$ cat src/design/bus_pkg.sv
/*
 * bus_pkg
 * common widths and types for the processor bus interface:
 * word address, data word, keyboard code and the arbiter states
 */

package bus_pkg;

   localparam int ADDR_BITS = 22;
   localparam int DATA_BITS = 32;
   localparam int KB_BITS   = 16;

   // word address, 22 bits covers memory and the xbus
   typedef logic [ADDR_BITS-1:0] addr_t;

   typedef logic [DATA_BITS-1:0] word_t;

   typedef logic [KB_BITS-1:0] kb_t;

   // arbiter states
   // req/wait serve the cpu, slave/swait serve the dma master
   typedef enum logic [2:0] {
      bus_idle,
      bus_req,
      bus_wait,
      bus_slave,
      bus_swait
   } bus_state_t;

endpackage
$ cat src/design/addr_map_pkg.sv
/*
 * addr_map_pkg
 * address map of the bus, all addresses are word addresses in octal
 * dram at the bottom, dma fill engine and i/o block up in the xbus
 */

package addr_map_pkg;

   // main memory, from 0 up to here
   localparam bus_pkg::addr_t dram_top = 22'o16777777;

   // dma engine, 4 word window
   localparam bus_pkg::addr_t dma_base = 22'o17377770;

   // keyboard and mode register block, 4 word window
   localparam bus_pkg::addr_t io_base = 22'o17772000;

   // dma register offsets
   localparam logic [1:0] dma_cmd     = 2'd0;
   localparam logic [1:0] dma_addr    = 2'd1;
   localparam logic [1:0] dma_count   = 2'd2;
   localparam logic [1:0] dma_pattern = 2'd3;

   // i/o register offsets
   localparam logic [1:0] io_kbdata = 2'd0;
   localparam logic [1:0] io_status = 2'd1;
   localparam logic [1:0] io_mode   = 2'd2;

endpackage

$ cat src/design/xbus_if.sv
/*
 * xbus_if, dma_if
 * slave bus between the arbiter and each device, and the link
 * through which the dma engine masters the bus
 */

`timescale 1ns/100ps

interface xbus_if;
   bus_pkg::addr_t addr;
   bus_pkg::word_t wdata;
   bus_pkg::word_t rdata;
   logic           req;
   logic           write;
   logic           ack;
   logic           decode;

   modport master (output addr, wdata, req, write, input rdata, ack, decode);
   modport slave  (input addr, wdata, req, write, output rdata, ack, decode);
endinterface

interface dma_if;
   logic           busreq;
   logic           grant;
   bus_pkg::addr_t addr;
   bus_pkg::word_t wdata;
   logic           req;
   logic           write;
   logic           ack;

   modport master  (output busreq, addr, wdata, req, write, input grant, ack);
   modport arbiter (input busreq, addr, wdata, req, write, output grant, ack);
endinterface

$ cat src/design/bus_top.sv
/*
 * bus_top
 * bus interface top level, connects the arbiter to the
 * memory bridge, the dma fill engine and the i/o block
 */

`timescale 1ns/100ps

module bus_top #(
   parameter int TIMEOUT_BITS   = 6,
   parameter int DMA_COUNT_BITS = 8
) (
   input  logic            mclk,
   input  logic            reset,
   input  bus_pkg::addr_t  addr,
   input  bus_pkg::word_t  busin,
   input  logic            req,
   input  logic            write,
   output bus_pkg::word_t  busout,
   output logic            ack,
   output logic            load,
   output logic            interrupt,
   output bus_pkg::addr_t  sdram_addr,
   output bus_pkg::word_t  sdram_data_out,
   input  bus_pkg::word_t  sdram_data_in,
   output logic            sdram_req,
   output logic            sdram_write,
   input  logic            sdram_done,
   input  bus_pkg::kb_t    kb_data,
   input  logic            kb_ready,
   output logic            promdisable
);

   logic irq_dma;
   logic irq_io;

   xbus_if ram_bus ();
   xbus_if dma_bus ();
   xbus_if io_bus ();
   dma_if  dma_link ();

   busint #(.TIMEOUT_BITS(TIMEOUT_BITS)) u_busint (
      .mclk(mclk), .reset(reset),
      .addr(addr), .busin(busin), .req(req), .write(write),
      .busout(busout), .ack(ack), .load(load), .interrupt(interrupt),
      .ram(ram_bus), .dma_regs(dma_bus), .io(io_bus), .dma(dma_link),
      .irq_dma(irq_dma), .irq_io(irq_io)
   );

   xbus_ram u_ram (
      .mclk(mclk), .reset(reset), .bus(ram_bus),
      .sdram_addr(sdram_addr), .sdram_data_out(sdram_data_out),
      .sdram_data_in(sdram_data_in), .sdram_req(sdram_req),
      .sdram_write(sdram_write), .sdram_done(sdram_done)
   );

   xbus_dma #(.DMA_COUNT_BITS(DMA_COUNT_BITS)) u_dma (
      .mclk(mclk), .reset(reset), .regs(dma_bus), .dma(dma_link),
      .interrupt(irq_dma)
   );

   xbus_io u_io (
      .mclk(mclk), .reset(reset), .bus(io_bus),
      .kb_data(kb_data), .kb_ready(kb_ready),
      .promdisable(promdisable), .interrupt(irq_io)
   );

endmodule

$ cat src/design/xbus_io.sv
/*
 * xbus_io
 * keyboard latch with ready status and interrupt,
 * plus the mode register that holds promdisable
 */

`timescale 1ns/100ps

module xbus_io (
   input  logic          mclk,
   input  logic          reset,
   xbus_if.slave         bus,
   input  bus_pkg::kb_t  kb_data,
   input  logic          kb_ready,
   output logic          promdisable,
   output logic          interrupt
);

   bus_pkg::kb_t   kb_q;
   bus_pkg::word_t mode_q;
   logic ready_q;
   logic ack_q;
   logic first;

   assign bus.decode = (bus.addr[21:2] == addr_map_pkg::io_base[21:2]);
   assign first      = bus.req && !ack_q;

   always_comb
   begin
      case (bus.addr[1:0])
         addr_map_pkg::io_kbdata: bus.rdata = {16'd0, kb_q};
         addr_map_pkg::io_status: bus.rdata = {31'd0, ready_q};
         addr_map_pkg::io_mode:   bus.rdata = mode_q;
         default:                 bus.rdata = '0;
      endcase
   end

   always_ff @(posedge mclk)
   begin
      if (reset)
      begin
         ack_q   <= 1'b0;
         ready_q <= 1'b0;
         mode_q  <= '0;
      end
      else
      begin
         ack_q <= bus.req;
         // a fresh key wins over the read that clears the flag
         if (kb_ready)
            ready_q <= 1'b1;
         else if (first && !bus.write && bus.addr[1:0] == addr_map_pkg::io_kbdata)
            ready_q <= 1'b0;
         if (first && bus.write && bus.addr[1:0] == addr_map_pkg::io_mode)
            mode_q <= bus.wdata;
      end
   end

   always_ff @(posedge mclk)
   begin
      if (kb_ready)
         kb_q <= kb_data;
   end

   assign bus.ack     = ack_q;
   assign promdisable = mode_q[0];
   assign interrupt   = ready_q;

endmodule

$ cat src/design/xbus_dma.sv
/*
 * xbus_dma
 * dma fill engine, stands in for the disk controller
 * takes the bus and writes a counting pattern into memory,
 * interrupts when the burst is done
 */

`timescale 1ns/100ps

module xbus_dma #(
   parameter int DMA_COUNT_BITS = 8
) (
   input  logic  mclk,
   input  logic  reset,
   xbus_if.slave regs,
   dma_if.master dma,
   output logic  interrupt
);

   bus_pkg::addr_t addr_q;
   bus_pkg::word_t pattern_q;
   logic [DMA_COUNT_BITS-1:0] count_q;
   logic [DMA_COUNT_BITS-1:0] index_q;

   logic irq_en_q;
   logic running_q;
   logic done_q;
   logic irq_q;
   logic req_q;
   logic ack_q;
   logic reg_write;
   logic last_word;

   assign regs.decode = (regs.addr[21:2] == addr_map_pkg::dma_base[21:2]);

   // register access happens once, on the first cycle of the request
   assign reg_write = regs.req && !ack_q && regs.write;
   assign last_word = (index_q == count_q - 1'b1);

   always_comb
   begin
      case (regs.addr[1:0])
         addr_map_pkg::dma_cmd:     regs.rdata = {29'd0, done_q, irq_en_q, running_q};
         addr_map_pkg::dma_addr:    regs.rdata = {10'd0, addr_q};
         addr_map_pkg::dma_count:   regs.rdata = bus_pkg::word_t'(count_q);
         addr_map_pkg::dma_pattern: regs.rdata = pattern_q;
         default:                   regs.rdata = '0;
      endcase
   end

   always_ff @(posedge mclk)
   begin
      if (reset)
      begin
         ack_q     <= 1'b0;
         irq_en_q  <= 1'b0;
         running_q <= 1'b0;
         done_q    <= 1'b0;
         irq_q     <= 1'b0;
         req_q     <= 1'b0;
         index_q   <= '0;
      end
      else
      begin
         ack_q <= regs.req;

         // burst sequencer, one req/ack pair per word
         if (running_q)
         begin
            if (req_q && dma.ack)
            begin
               req_q <= 1'b0;
               if (last_word)
               begin
                  running_q <= 1'b0;
                  done_q    <= 1'b1;
                  irq_q     <= irq_en_q;
               end
               else
                  index_q <= index_q + 1'b1;
            end
            else if (dma.grant && !req_q)
               req_q <= 1'b1;
         end

         if (reg_write && regs.addr[1:0] == addr_map_pkg::dma_cmd)
         begin
            irq_en_q <= regs.wdata[1];
            done_q   <= 1'b0;
            irq_q    <= 1'b0;
            if (regs.wdata[0] && !running_q)
            begin
               index_q <= '0;
               // an empty burst finishes straight away
               if (count_q != '0)
                  running_q <= 1'b1;
               else
               begin
                  done_q <= 1'b1;
                  irq_q  <= regs.wdata[1];
               end
            end
         end
      end
   end

   always_ff @(posedge mclk)
   begin
      if (reg_write && regs.addr[1:0] == addr_map_pkg::dma_addr)
         addr_q <= regs.wdata[21:0];
      if (reg_write && regs.addr[1:0] == addr_map_pkg::dma_count)
         count_q <= regs.wdata[DMA_COUNT_BITS-1:0];
      if (reg_write && regs.addr[1:0] == addr_map_pkg::dma_pattern)
         pattern_q <= regs.wdata;
   end

   assign regs.ack = ack_q;

   assign dma.busreq = running_q;
   assign dma.req    = req_q;
   assign dma.write  = 1'b1;
   assign dma.addr   = addr_q + bus_pkg::addr_t'(index_q);
   assign dma.wdata  = pattern_q + bus_pkg::word_t'(index_q);

   assign interrupt = irq_q;

endmodule

$ cat src/design/xbus_ram.sv
/*
 * xbus_ram
 * bridge from the slave bus to the sdram request/done port,
 * one sdram access per bus request
 */

`timescale 1ns/100ps

module xbus_ram (
   input  logic            mclk,
   input  logic            reset,
   xbus_if.slave           bus,
   output bus_pkg::addr_t  sdram_addr,
   output bus_pkg::word_t  sdram_data_out,
   input  bus_pkg::word_t  sdram_data_in,
   output logic            sdram_req,
   output logic            sdram_write,
   input  logic            sdram_done
);

   logic busy;
   logic ack_q;
   logic start;
   bus_pkg::word_t rdata_q;

   assign bus.decode = (bus.addr <= addr_map_pkg::dram_top);

   // new access only once the previous ack has been taken down
   assign start = bus.req && bus.decode && !busy && !ack_q;

   always_ff @(posedge mclk)
   begin
      if (reset)
      begin
         sdram_req   <= 1'b0;
         sdram_write <= 1'b0;
         busy        <= 1'b0;
         ack_q       <= 1'b0;
      end
      else
      begin
         sdram_req <= start;
         if (start)
         begin
            sdram_write <= bus.write;
            busy        <= 1'b1;
         end
         if (busy && sdram_done)
         begin
            busy  <= 1'b0;
            ack_q <= 1'b1;
         end
         else if (!bus.req)
            ack_q <= 1'b0;
      end
   end

   always_ff @(posedge mclk)
   begin
      if (start)
      begin
         sdram_addr     <= bus.addr;
         sdram_data_out <= bus.wdata;
      end
      if (busy && sdram_done)
         rdata_q <= sdram_data_in;
   end

   assign bus.rdata = rdata_q;
   assign bus.ack   = ack_q;

endmodule

$ cat src/design/busint.sv
/*
 * busint
 * bus arbiter between the cpu and the dma master, address routing to
 * the slaves, read data select, ack/load generation and bus timeout
 */

`timescale 1ns/100ps

module busint #(
   parameter int TIMEOUT_BITS = 6
) (
   input  logic            mclk,
   input  logic            reset,
   input  bus_pkg::addr_t  addr,
   input  bus_pkg::word_t  busin,
   input  logic            req,
   input  logic            write,
   output bus_pkg::word_t  busout,
   output logic            ack,
   output logic            load,
   output logic            interrupt,
   xbus_if.master          ram,
   xbus_if.master          dma_regs,
   xbus_if.master          io,
   dma_if.arbiter          dma,
   input  logic            irq_dma,
   input  logic            irq_io
);

   bus_pkg::bus_state_t state;
   bus_pkg::bus_state_t next_state;

   logic [TIMEOUT_BITS-1:0] timeout_count;
   logic timed_out;
   logic device_ack;
   logic cpu_cycle;
   logic dma_drop;
   logic dma_ack;

   assign cpu_cycle = req && (state == bus_pkg::bus_req);

   // memory port is shared, the dma master owns it while granted
   assign ram.addr  = (state == bus_pkg::bus_slave) ? dma.addr : addr;
   assign ram.wdata = (state == bus_pkg::bus_slave) ? dma.wdata : busin;
   assign ram.write = (state == bus_pkg::bus_slave) ? dma.write : write;
   assign ram.req   = (state == bus_pkg::bus_slave) ? (dma.req && ram.decode) :
                      (cpu_cycle && ram.decode);

   assign dma_regs.addr  = addr;
   assign dma_regs.wdata = busin;
   assign dma_regs.write = write;
   assign dma_regs.req   = cpu_cycle && dma_regs.decode;

   assign io.addr  = addr;
   assign io.wdata = busin;
   assign io.write = write;
   assign io.req   = cpu_cycle && io.decode;

   // a dma word outside dram is dropped and acked at once
   assign dma_drop = dma.req && !ram.decode;
   assign dma_ack  = (state == bus_pkg::bus_slave) && (ram.ack || dma_drop);

   assign dma.grant = (state == bus_pkg::bus_slave);
   assign dma.ack   = dma_ack;

   assign device_ack = ram.ack | dma_regs.ack | io.ack | timed_out;
   assign ack        = (state == bus_pkg::bus_req) && device_ack;
   assign load       = ack && !write;
   assign interrupt  = irq_dma | irq_io;

   always_comb
   begin
      if (ram.decode)
         busout = ram.rdata;
      else if (dma_regs.decode)
         busout = dma_regs.rdata;
      else if (io.decode)
         busout = io.rdata;
      else if (timed_out)
         busout = '0;
      else
         busout = '1;
   end

   // cpu wins over the dma master when both ask in idle
   always_comb
   begin
      next_state = state;
      unique case (state)
         bus_pkg::bus_idle:
            if (req)
               next_state = bus_pkg::bus_req;
            else if (dma.busreq)
               next_state = bus_pkg::bus_slave;
         bus_pkg::bus_req:
            if (device_ack)
               next_state = bus_pkg::bus_wait;
         bus_pkg::bus_wait:
            if (!req)
               next_state = bus_pkg::bus_idle;
         bus_pkg::bus_slave:
            if (dma_ack)
               next_state = bus_pkg::bus_swait;
            else if (!dma.busreq)
               next_state = bus_pkg::bus_idle;
         bus_pkg::bus_swait:
            // wait for the memory ack to clear before the next word
            if (!ram.ack)
               next_state = dma.busreq ? bus_pkg::bus_slave : bus_pkg::bus_idle;
         default:
            next_state = bus_pkg::bus_idle;
      endcase
   end

   always_ff @(posedge mclk)
   begin
      if (reset)
         state <= bus_pkg::bus_idle;
      else
         state <= next_state;
   end

   // counts only while a cpu request waits for a device
   always_ff @(posedge mclk)
   begin
      if (reset)
         timeout_count <= '0;
      else if (state == bus_pkg::bus_req && !timed_out)
         timeout_count <= timeout_count + 1'b1;
      else if (state != bus_pkg::bus_req)
         timeout_count <= '0;
   end

   assign timed_out = &timeout_count;

endmodule

$ cat config.mk
export PLATFORM = sky130hd
export DESIGN_NAME = bus_top
export DESIGN_NICKNAME = d
export VERILOG_FILES = /design/src/design/bus_pkg.sv /design/src/design/addr_map_pkg.sv /design/src/design/xbus_if.sv /design/src/design/bus_top.sv /design/src/design/xbus_io.sv /design/src/design/xbus_dma.sv /design/src/design/xbus_ram.sv /design/src/design/busint.sv
export SDC_FILE = /design/constraint.sdc
export NUM_CORES = 1
export LEC_CHECK = 0
export BUFFER_PORTS_ARGS = -buffer_cell sky130_fd_sc_hd__buf_2
export CAP_MARGIN = 15
export CORE_ASPECT_RATIO = 0.7
export CORE_MARGIN = 2
export CORE_UTILIZATION = 51
export DETAILED_ROUTE_END_ITERATION = 16
export GPL_TIMING_DRIVEN = 0
export PLACE_DENSITY = 0.77
export REMOVE_ABC_BUFFERS = 1
export SLEW_MARGIN = 20
export SYNTH_ARGS = -nofsm -noshare
export SYNTH_HDL_FRONTEND = slang
export SYNTH_SLANG_ARGS = --single-unit
$ cat constraint.sdc
create_clock -name mclk -period 5.5 [get_ports mclk]
set_input_delay 0.55 -clock mclk [delete_from_list [all_inputs] [get_ports mclk]]
set_output_delay 0.55 -clock mclk [all_outputs]
set_load 0.03 [all_outputs]
==> results by group, run 1 <==
Die
  – Die Area: 23000 um^2
  – Rows: 45
  – I/O pin count: 200
  – Core area: approximately 22000 um^2
  – Width of the chip: 180 um
  – Initial cell density of the core: 51.6%
  – Die Span Y: 127 um

Synth
  – Syn Std Cell Area: 11100 um^2
  – Seq/Total Area, Yosys: 55.4%
  – Synth top area share: between 40% and 50%
  – Most used DFF post-synth: edfxtp_1
  – Synth area leaders: edfxtp_1 44%, dfxtp_1 11%, nand2_1 5.6%, a21oi_1 5.1%, mux2_2 3.4%
  – Synth Warn #: 0
  – Synth cell count leaders: 166 x nand2_1, 164 x edfxtp_1, 112 x a21oi_1
  – Top-count cell post-synth: nand2_1
  – FFs w/ async S/R, synth: 0%
  – Post-synth cell types: 59
  – Mean Syn Cell Area: 10.6 um^2
  – Flops & latches, synth: 225
  – Post-synth EDFFs: between 150 and 200
  – Area leader, netlist: edfxtp_1
  – Mapped Cells: 1049

STA
  – Slew Viols, Final: 0
  – Fin crit period: ~4700 ps
  – RSZ-0062 raised after global routing: no
  – Fin. Hold Viols: 0
  – # setup viols final: 0
  – Slew @ Worst Pin: 1120 ps
  – Fin crit share: 85.7%
  – Setup TNS: 0 ps
  – Final worst slack: between 700 and 800 ps
  – Fmax: 212 MHz
  – Max-slew headroom: between 20% and 30%
  – Clk_skew: approximately 15 ps
  – Min Hold Slack: between 200 and 250 ps

GRT
  – Vias in the first global route: 8407
  – First-pass GRT wire length: 46700 um
  – Total global routing track utilization: 25.9%
  – Number of antenna violations at the first check in global routing: 0
  – Maximum number of pins on one net before global-route repair: 67
  – GRT overflow: 0

Status
  – Outcome: completed

Placed design
  – Post-Place Worst Slack: 1330 ps
  – DP Area: 12500 um^2
  – Inst Count DP: roughly 1500
  – GP Congestion: approximately 0.86
  – Port Buffers: 199
  – DP Wirelength: 21500 um

Cells and area
  – Multi-input logic area: 4730 um^2
  – Final Net Count: 1361
  – Share of layout cells above drive strength 1: 24.8%
  – Final instance area: between 10000 and 15000 um^2
  – Area grow syn2layout: 19.2%
  – Register area: 6150 um^2
  – Fillers: 1798
  – Ant diodes: 0
  – Non-Filler Instances: 1529

Worst setup path
  – Crit Path Class: reg2out
  – Critical Path End Type: output port
  – Reg2reg end: u_ram.sdram_data_out[26]
  – Internal reg-to-reg setup slack: 1410 ps
  – WP data required: 4950 ps
  – Slowest Stage Delay on Critical Path: 440 ps
  – CP max-delay cell: fa_1
  – Critical path fanouts, max: 57
  – Crit path cell chain: ha_1, fa_1, a211o_1, a211oi_2, nor2_1, and4b_1, a211oi_2, a21bo_4, buf_16, a211oi_1, a21o_1, buf_2
  – FF-to-FF Start: u_dma.index_q[0]
  – Crit path from: u_dma.index_q[0]
  – Crit start category: register
  – Most used cell, CP: a211oi_2
  – Reg2Reg Depth: 12
  – Crit path capture: busout[10]
  – Critical path arrival: 4160 ps

Clock network
  – CTS tree: built
  – Number of setup buffers added after CTS: 0
  – Reg clk slew, reported paths: 60 ps
  – H-tree levels: 1
  – Cts hold-fix bufs: 0
  – PostCTS Resize Cnt: 0
  – Clock Tree Root: clkbuf_16
  – Number of CTS-inserted buffers: 23
  – Worst-Skew Late Latency: 510 ps
  – Clock Sinks: between 200 and 250
  – Bufs on Longest Clock Path: 3

Route
  – Iteration-0 DRC Markers: 899
  – Antenna Violating Nets Remaining: 0
  – Final WL: 30500 um
  – # DRC: 0
  – Routed len/inst: 20.0 um
  – Vias per inst: roughly 5.8
  – Vias post-DR: 8899
  – Pre-Repair DR Iteration Count: 5

Pwr
  – PwrDens: 293 nW/um^2
  – Leakage power: 5.27 nW
  – Maximum VDD drop: around 0.00025 V

Flow run
  – Max Cap Violations: 0

Hold path
  – Hold crit path type: in2reg
==> power by group <==
part | switching [mW] | internal (mW)
logic | 0.331 | 0.157
registers | 0.0268 | 1.90
clock network | 0.633 | 0.827
==> per-layer routing <==
metal	global-route usage [%]	part of all wire [%]	vias to the layer above
met5	0	0	-
met4	6.31	2.0	0
met3	5.47	9.6	37
met2	39.0	43	428
met1	38.3	46	4223
li1	-	-	4211
==> flip-flops by register name, indices dropped and copies added (netlist names) <==
register,flops
u_busint.state,3
u_busint.timeout_count,6
u_dma.addr_q,22
u_dma.count_q,8
u_dma.dma.busreq,1
u_dma.dma.req,1
u_dma.done_q,1
u_dma.index_q,8
u_dma.interrupt,1
u_dma.irq_en_q,1
u_dma.pattern_q,32
u_dma.regs.ack,1
u_io.bus.ack,1
u_io.interrupt,1
u_io.kb_q,16
u_io.mode_q,32
u_ram.bus.ack,1
u_ram.bus.rdata,32
u_ram.busy,1
u_ram.sdram_addr,22
u_ram.sdram_data_out,32
u_ram.sdram_req,1
u_ram.sdram_write,1
==> logic make-up (layout without fill, tap and decap cells) <==
| group | count (synthesis) | after routing | synth area share [%] |
|---|---|---|---|
| XOR/XNOR | 58 | 58 | 4.58 |
| multiplexers | 43 | 43 | 4.60 |
| AO/OA/AOI/OAI | 294 | 294 | 16.5 |
| flip-flops | 225 | 225 | 55.4 |
| AND/OR/NAND/NOR | 331 | 331 | 13.8 |
| buffers and inverters | 76 | 274 | 2.59 |
| adder cells (fa/ha/maj) | 22 | 22 | 2.62 |
==> stage by stage <==
stage | utilization, % | power, mW
finish | 61.5 | 3.88
global route | 61.5 | 4.01
CTS | 61.5 | 3.90
detailed placement | 58.3 | 2.45
global placement | 56.8 | 2.43
floorplan | - | 2.25
==> how the worst min path moves through the flow <==
stage                          start            endpoint  slack (ps)  cells after the start
global route        sdram_data_in[5]  u_ram.bus.rdata[5]         190                      1
CTS                 sdram_data_in[5]  u_ram.bus.rdata[5]         190                      1
finish                    kb_data[9]        u_io.kb_q[9]         210                      1
floorplan            u_io.mode_q[10]     u_io.mode_q[10]         430                      2
global placement      u_io.mode_q[1]      u_io.mode_q[1]         440                      2
detailed placement   u_io.mode_q[31]     u_io.mode_q[31]         450                      2
==> worst max-delay path, delay by kind of cell, from the launching register on <==
family                   cells  cell delay (ps)
AO/OA/AOI/OAI                6             1610
adder cells (fa/ha/maj)      2              730
buffers and inverters        2              460
AND/OR/NAND/NOR              2              420
flip-flops                   1              400
==> layout by cell type, fill, tap and decap left out, drive strengths merged, types with 3 or more instances in the layout <==
cell type  instances
mux2i              6
nand2b             6
dfxtp             61
o211a              3
and2               9
a21oi            112
o211ai             5
mux2              34
o21ai             66
inv               15
clkinv             4
or4                6
nand3             27
and3              12
or3                6
buf              218
a221oi             6
o31ai              5
a211oi            36
or2                6
xor2              39
o21a               4
nand2            166
xnor2             19
clkbuf            37
ha                20
a21o              36
nor2b              9
a31oi              8
mux4               3
nor4b              3
nor4               3
nand4              9
nor2              45
nor3              16
edfxtp           164
==> final cells by class <==
type                            instances  share of cell area, %
Timing Repair Buffer                  218                   9.49
Multi-Input combinational cell        748                   35.8
Clock buffer                           37                   5.05
Sequential cell                       225                   46.5
Inverter                               15                  0.426
Clock inverter                          4                  0.142
Tap cell                              282                   2.67
No activity file was read; power rests on OpenSTA's default activity.
==> inputs of run 2 (changes only) <==
Settings changed: CORE_UTILIZATION 51 to 56, PLACE_DENSITY 0.77 to 0.8.
Clock period 5.5 ns to 5.3 ns, I/O delays scaled along.
==> run 2 against run 1 <==
  * Cell area shrank 0.30%
  * Global-route usage grew 2.7 points
  * Clock power up 4%
  * Non-clock buffer count shrank 2
  * Via count grew 1.3%
==> results by group, run 2 (synthesized netlist as in run 1, its figures left out) <==
Placed design
  – DP Wirelength: 21200 um (was 21500 um)
  – Post-Place Worst Slack: 957 ps (was 1330 ps)
  – GP Congestion: 0.933 (was 0.861)
  – DP Area: 12500 um^2 (about the same)
  – Port Buffers: 199 (unchanged)

Worst setup path
  – Critical Path End Type: output port (unchanged)
  – Reg2reg end: u_ram.sdram_data_out[24] (was u_ram.sdram_data_out[26])
  – Crit Path Class: reg2out (unchanged)
  – Internal reg-to-reg setup slack: 1280 ps (was 1410 ps)
  – Reg2Reg Depth: 12 (unchanged)
  – Crit start category: register (unchanged)
  – FF-to-FF Start: u_dma.index_q[0] (unchanged)
  – Critical path arrival: 4160 ps (about the same)
  – WP data required: 4770 ps (was 4950 ps)
  – Critical path fanouts, max: 57 (unchanged)

Hold path
  – Hold Path End: u_ram.bus.rdata[30] (was u_io.kb_q[9])
  – WHS Path Cells: 1 (unchanged)
  – Hold crit path type: in2reg (unchanged)
  – Hold Startpoint: sdram_data_in[30] (was kb_data[9])

STA
  – Setup TNS: 0 ps (unchanged)
  – Final worst slack: 608 ps (was 785 ps)
  – Fin crit period: 4690 ps
  – Clk_skew: 7.92 ps (was 14.9 ps)
  – # setup viols final: 0 (unchanged)
  – Min Hold Slack: 198 ps (was 213 ps)
  – Slew Viols, Final: 0 (unchanged)
  – Fin. Hold Viols: 0 (unchanged)
  – Max-slew headroom: 26.0% (was 25.3%)
  – Slew @ Worst Pin: 1110 ps (was 1120 ps)
  – Fmax: ~210 MHz
  – RSZ-0062 raised after global routing: no (unchanged)
  – Fin crit share: 88.5%

Route
  – Iteration-0 DRC Markers: 1066 (was 899)
  – Final WL: 30100 um (was 30500 um)
  – Pre-Repair DR Iteration Count: 5 (unchanged)
  – Vias per inst: 5.96 (was 5.82)
  – Vias post-DR: 9016 (was 8899)
  – Antenna Violating Nets Remaining: 0 (unchanged)
  – # DRC: 0 (unchanged)
  – Routed len/inst: 19.9 um (was 20.0 um)

Pwr
  – Reg power frac: 49.7% (was 49.8%)
  – Sw frac: 25.7% (was 25.5%)
  – Maximum VDD drop: 0.000273 V (was 0.000246 V)
  – Leakage power: 5.24 nW (was 5.27 nW)
  – PwrDens: 306 nW/um^2 (was 293 nW/um^2)
  – Internal: 3.00 mW (was 2.89 mW)
  – NetSw: 1.04 mW (was 0.991 mW)
  – Logic pwr share: 12.5% (was 12.6%)
  – Clock Power Share: 37.8% (was 37.6%)

Cells and area
  – Finished Core Util: 67.1% (was 61.5%)
  – Share of layout cells above drive strength 1: 24.8% (about the same)
  – Ant diodes: 0 (unchanged)
  – Area grow syn2layout: 18.8% (was 19.2%)
  – Commonest non-fill, non-tap cell in the layout: buf_2 (unchanged)
  – Final instance area: 13200 um^2 (about the same)
  – Commonest non-fill, non-tap cells in the layout: 201 x buf_2, 164 x nand2_1, 164 x edfxtp_1 (was 202 x buf_2, 164 x nand2_1, 164 x edfxtp_1)
  – Final Net Count: 1358 (was 1361)

Clock network
  – Worst-Skew Late Latency: 500 ps (was 510 ps)
  – Number of CTS-inserted buffers: 22 (was 23)
  – H-tree levels: 1 (unchanged)
  – Cts hold-fix bufs: 0 (unchanged)
  – PostCTS Resize Cnt: 0 (unchanged)
  – Reg clk slew, reported paths: 70 ps (was 60 ps)
  – Clock Tree Root: clkbuf_16 (unchanged)
  – CTS tree: built (unchanged)
  – Number of setup buffers added after CTS: 0 (unchanged)
  – Clock Sinks: 225 (unchanged)
  – Bufs on Longest Clock Path: 3 (unchanged)

Die
  – I/O pin count: 200 (unchanged)
  – Die Area: 21000 um^2 (was 23000 um^2)
  – Die Span Y: 122 um (was 127 um)
  – Core area: 19600 um^2 (was 21500 um^2)
  – Width of the chip: 172 um (was 180 um)
  – Rows: 43 (was 45)
  – Initial cell density of the core: 56.5% (was 51.6%)

GRT
  – Number of antenna violations at the first check in global routing: 0 (unchanged)
  – Total global routing track utilization: 28.6% (was 25.9%)
  – Busiest grt layer: met1 (was met2)
  – Vias in the first global route: 8457 (was 8407)
  – GRT overflow: 0 (unchanged)
  – M2 GR Usage: 42.7% (was 39.0%)
  – GR Util met3: 4.97% (was 5.47%)
  – First-pass GRT wire length: 46000 um (was 46700 um)
  – GR Util met1: 43.1% (was 38.3%)
  – Maximum number of pins on one net before global-route repair: 67 (unchanged)

Status
  – Outcome: completed (unchanged)

Flow run
  – Max Cap Violations: 0 (unchanged)
-- run 2: cell count changes in the layout (fill, tap and decap cells not counted), sizes merged --
| cell | change |
|---|---|
| buf | -2 |
| clkinvlp | +3 |
| clkinv | +2 |
| bufinv | +1 |
| clkbuf | -8 |
-- run 2: power groups by stage --
stage | Sequential [mW] | Combinational [mW] | Clock, mW
finish | 2.00 | 0.506 | 1.52
detailed placement | 2.04 | 0.503 | 0
global route | 2.01 | 0.547 | 1.60
global placement | 2.05 | 0.476 | 0
CTS | 2.00 | 0.506 | 1.53
floorplan | 2.12 | 0.220 | 0
-- run 2: critical path, stage by stage, from the launching register on --
cell and delay [ps]:
dfxtp_1 400, ha_1 270, fa_1 420, a211o_1 350, a211oi_2 350, nor2_1 160, and4b_1 250, a211oi_2 280
a21bo_4 340, buf_16 280, a211oi_1 120, a21o_1 210, buf_2 170
-- run 2: area by class of cell --
type                    count  area (um^2)
fillers                  1529         6450
flip-flops and latches    225         6150
multi-input cells         748         4730
repair buffers            216         1230
clock buffers              29          608
well taps                 270          338
clock inverters            10         78.8
inverters                  15         56.3
-- run 2: worst max path at each step --
stage,start,to,slack (ps),cells past startpoint
global placement,u_busint.state[1],u_ram.sdram_write,-4200,4
global route,u_dma.index_q[0],busout[13],420,12
detailed placement,addr[2],busout[16],960,9
CTS,u_dma.index_q[0],busout[16],590,12
floorplan,u_busint.state[1],u_ram.sdram_addr[0],-1090,4
finish,u_dma.index_q[0],busout[13],610,12
-- run 2: through the flow --
step | instances | power, mW
2_1_floorplan | 988 | 2.34
3_3_place_gp | 1457 | 2.52
3_5_place_dp | 1474 | 2.54
4_1_cts | 1513 | 4.04
5_1_grt | 1513 | 4.16
6_report | 1513 | 4.03
-- run 2: layer usage --
layer	up-vias	wire length, um
li1	4199	-
met5	-	0
met3	53	2850
met2	481	12900
met4	0	777
met1	4283	13600
==> inputs of run 3 (changes only) <==
Settings changed: CORE_UTILIZATION 56 to 55, PLACE_DENSITY 0.8 to 0.79.
==> run 3 against run 2 <==
  * Sequential cell count stayed put
  * Non-clock buffer count is 1 higher
  * Combinational power hardly changed
  * Sequential share of layout area is 0.097 points lower
  * Clock-buffer cell count is 1 lower
  * Global-route usage is 0.82 points lower
  * Critical path depth stayed put
  * Total power is 0.62% lower
  * Hold slack better by 2.3 ps
  * First-iteration DRC count is 18% lower
  * Critical endpoint is now busout[6]
  * Largest cell class unchanged
  * Largest power group unchanged
==> results by group, run 3 (synthesized netlist as in run 1, its figures left out) <==
Clock network
  – Cts hold-fix bufs: 0 (unchanged)
  – Bufs on Longest Clock Path: 3 (unchanged)
  – CTS tree: built (unchanged)
  – Clock Sinks: 225 (unchanged)
  – H-tree levels: 1 (unchanged)
  – Worst-Skew Late Latency: 500 ps (about the same)
  – Number of CTS-inserted buffers: 22 (unchanged)
  – Number of setup buffers added after CTS: 0 (unchanged)
  – Reg clk slew, reported paths: 60 ps (was 70 ps)
  – Clock Tree Root: clkbuf_16 (unchanged)
  – PostCTS Resize Cnt: 0 (unchanged)

Worst setup path
  – Most used cell, CP: a211oi_2 (unchanged)
  – Critical path fanouts, max: 58 (was 57)
  – Crit path cell chain: ha_1, fa_1, a211o_1, a211oi_2, nor2_1, and4b_1, a211oi_2, a21bo_4, buf_16, a211oi_1, a21o_1, buf_2 (unchanged)
  – Crit Path Class: reg2out (unchanged)
  – Critical Path End Type: output port (unchanged)
  – Slowest Stage Delay on Critical Path: 440 ps (was 420 ps)
  – WP data required: 4770 ps (about the same)
  – CP max-delay cell: fa_1 (unchanged)
  – Buf/Inv on CP: 2 (unchanged)
  – Crit start category: register (unchanged)
  – Critical path's top delay family: compound AO/OA/AOI/OAI gates (unchanged)
  – Critical path arrival: 4190 ps (was 4160 ps)

GRT
  – GRT overflow: 0 (unchanged)
  – Number of antenna violations at the first check in global routing: 0 (unchanged)
  – Maximum number of pins on one net before global-route repair: 75 (was 67)
  – First-pass GRT wire length: 46000 um (about the same)
  – Vias in the first global route: 8444 (was 8457)
  – Total global routing track utilization: 27.8% (was 28.6%)

Die
  – Width of the chip: 174 um (was 172 um)
  – Core area: 19800 um^2 (was 19600 um^2)
  – Rows: 43 (unchanged)
  – Die Span Y: 123 um (was 122 um)
  – Initial cell density of the core: 56.1% (was 56.5%)
  – I/O pin count: 200 (unchanged)
  – Die Area: 21400 um^2 (was 21000 um^2)

STA
  – RSZ-0062 raised after global routing: no (unchanged)
  – # setup viols final: 0 (unchanged)
  – Final worst slack: 583 ps (was 608 ps)
  – Fin crit period: 4720 ps (was 4690 ps)
  – Max-slew headroom: 27.2% (was 26.0%)
  – Slew Viols, Final: 0 (unchanged)
  – Clk_skew: 8.98 ps (was 7.92 ps)
  – Fin. Hold Viols: 0 (unchanged)
  – Slew @ Worst Pin: 1090 ps (was 1110 ps)
  – Min Hold Slack: 200 ps (was 198 ps)
  – Fin crit share: 89.0% (was 88.5%)
  – Fmax: 212 MHz (was 213 MHz)

Cells and area
  – Fillers: 1545 (was 1529)
  – Commonest non-fill, non-tap cell in the layout: buf_2 (unchanged)
  – Finished Core Util: 66.7% (was 67.1%)
  – Final Net Count: 1359 (was 1358)
  – Ant diodes: 0 (unchanged)
  – Share of layout cells above drive strength 1: 24.8% (about the same)
  – Final instance area: 13200 um^2 (about the same)
  – Non-Filler Instances: 1515 (was 1513)
  – Area grow syn2layout: 19.1% (was 18.8%)
  – Commonest non-fill, non-tap cells in the layout: 200 x buf_2, 164 x nand2_1, 164 x edfxtp_1 (was 201 x buf_2, 164 x nand2_1, 164 x edfxtp_1)

Flow run
  – Max Cap Violations: 0 (unchanged)

Status
  – Outcome: completed (unchanged)

Route
  – Vias per inst: 5.91 (was 5.96)
  – Antenna Violating Nets Remaining: 0 (unchanged)
  – Pre-Repair DR Iteration Count: 5 (unchanged)
  – Final WL: 30100 um (about the same)
  – Routed len/inst: 19.9 um (about the same)
  – Iteration-0 DRC Markers: 875 (was 1066)
  – Vias post-DR: 8960 (was 9016)
  – # DRC: 0 (unchanged)

Placed design
  – DP Wirelength: 21400 um (was 21200 um)
  – Post-Place Worst Slack: 1100 ps (was 957 ps)
  – GP Congestion: 0.922 (was 0.933)
  – Inst Count DP: 1475 (was 1474)
  – DP Area: 12500 um^2 (about the same)
  – Port Buffers: 199 (unchanged)

Pwr
  – PwrDens: 303 nW/um^2 (was 306 nW/um^2)
  – Leakage power: 5.26 nW (was 5.24 nW)
  – Maximum VDD drop: 0.000252 V (was 0.000273 V)

Hold path
  – Hold crit path type: in2reg (unchanged)
[run 3: changes by cell type in the layout (fill, tap and decap cells not counted), sizes merged]
cell | before | now
buf | 216 | 217
clkbuf | 29 | 28
clkinv | 6 | 10
clkinvlp | 3 | 1
[run 3: power by group]
| part | switching (mW) | internal, mW |
|---|---|---|
| Clock | 0.653 | 0.844 |
| Sequential | 0.0288 | 1.98 |
| Combinational | 0.341 | 0.164 |
[run 3: layout make-up]
type / count / area, um^2 / share of cell area (%)
inverters: 15 / 56.3 / 0.426
repair buffers: 217 / 1260 / 9.56
multi-input cells: 748 / 4730 / 35.8
clock inverters: 12 / 86.3 / 0.653
clock buffers: 28 / 594 / 4.50
well taps: 270 / 338 / 2.56
flip-flops and latches: 225 / 6150 / 46.5
[run 3: worst paths after layout]
check | from | to | slack [ps] | cells after the start
worst max-delay path | u_dma.index_q[0] | busout[6] | 580 | 12
worst min-delay path | sdram_data_in[20] | u_ram.bus.rdata[20] | 200 | 1
worst max register to register | u_dma.index_q[0] | u_ram.sdram_data_out[29] | 1030 | 12
worst min register to register | u_io.mode_q[29] | u_io.mode_q[29] | 450 | 2
[run 3: metal layers]
layer	GRT usage [%]	wire length, um	vias to the layer above
met5	0	0	-
met2	42.6	13200	470
met1	41.1	13300	4244
li1	-	-	4210
met3	5.45	3150	36
met4	6.14	436	0
[run 3: stage by stage]
| stage | power [mW] | TNS (ps) |
|---|---|---|
| 2_1_floorplan | 2.34 | -60870 |
| 3_3_place_gp | 2.52 | -379140 |
| 3_5_place_dp | 2.55 | 0 |
| 4_1_cts | 4.02 | 0 |
| 5_1_grt | 4.14 | 0 |
| 6_report | 4.01 | 0 |
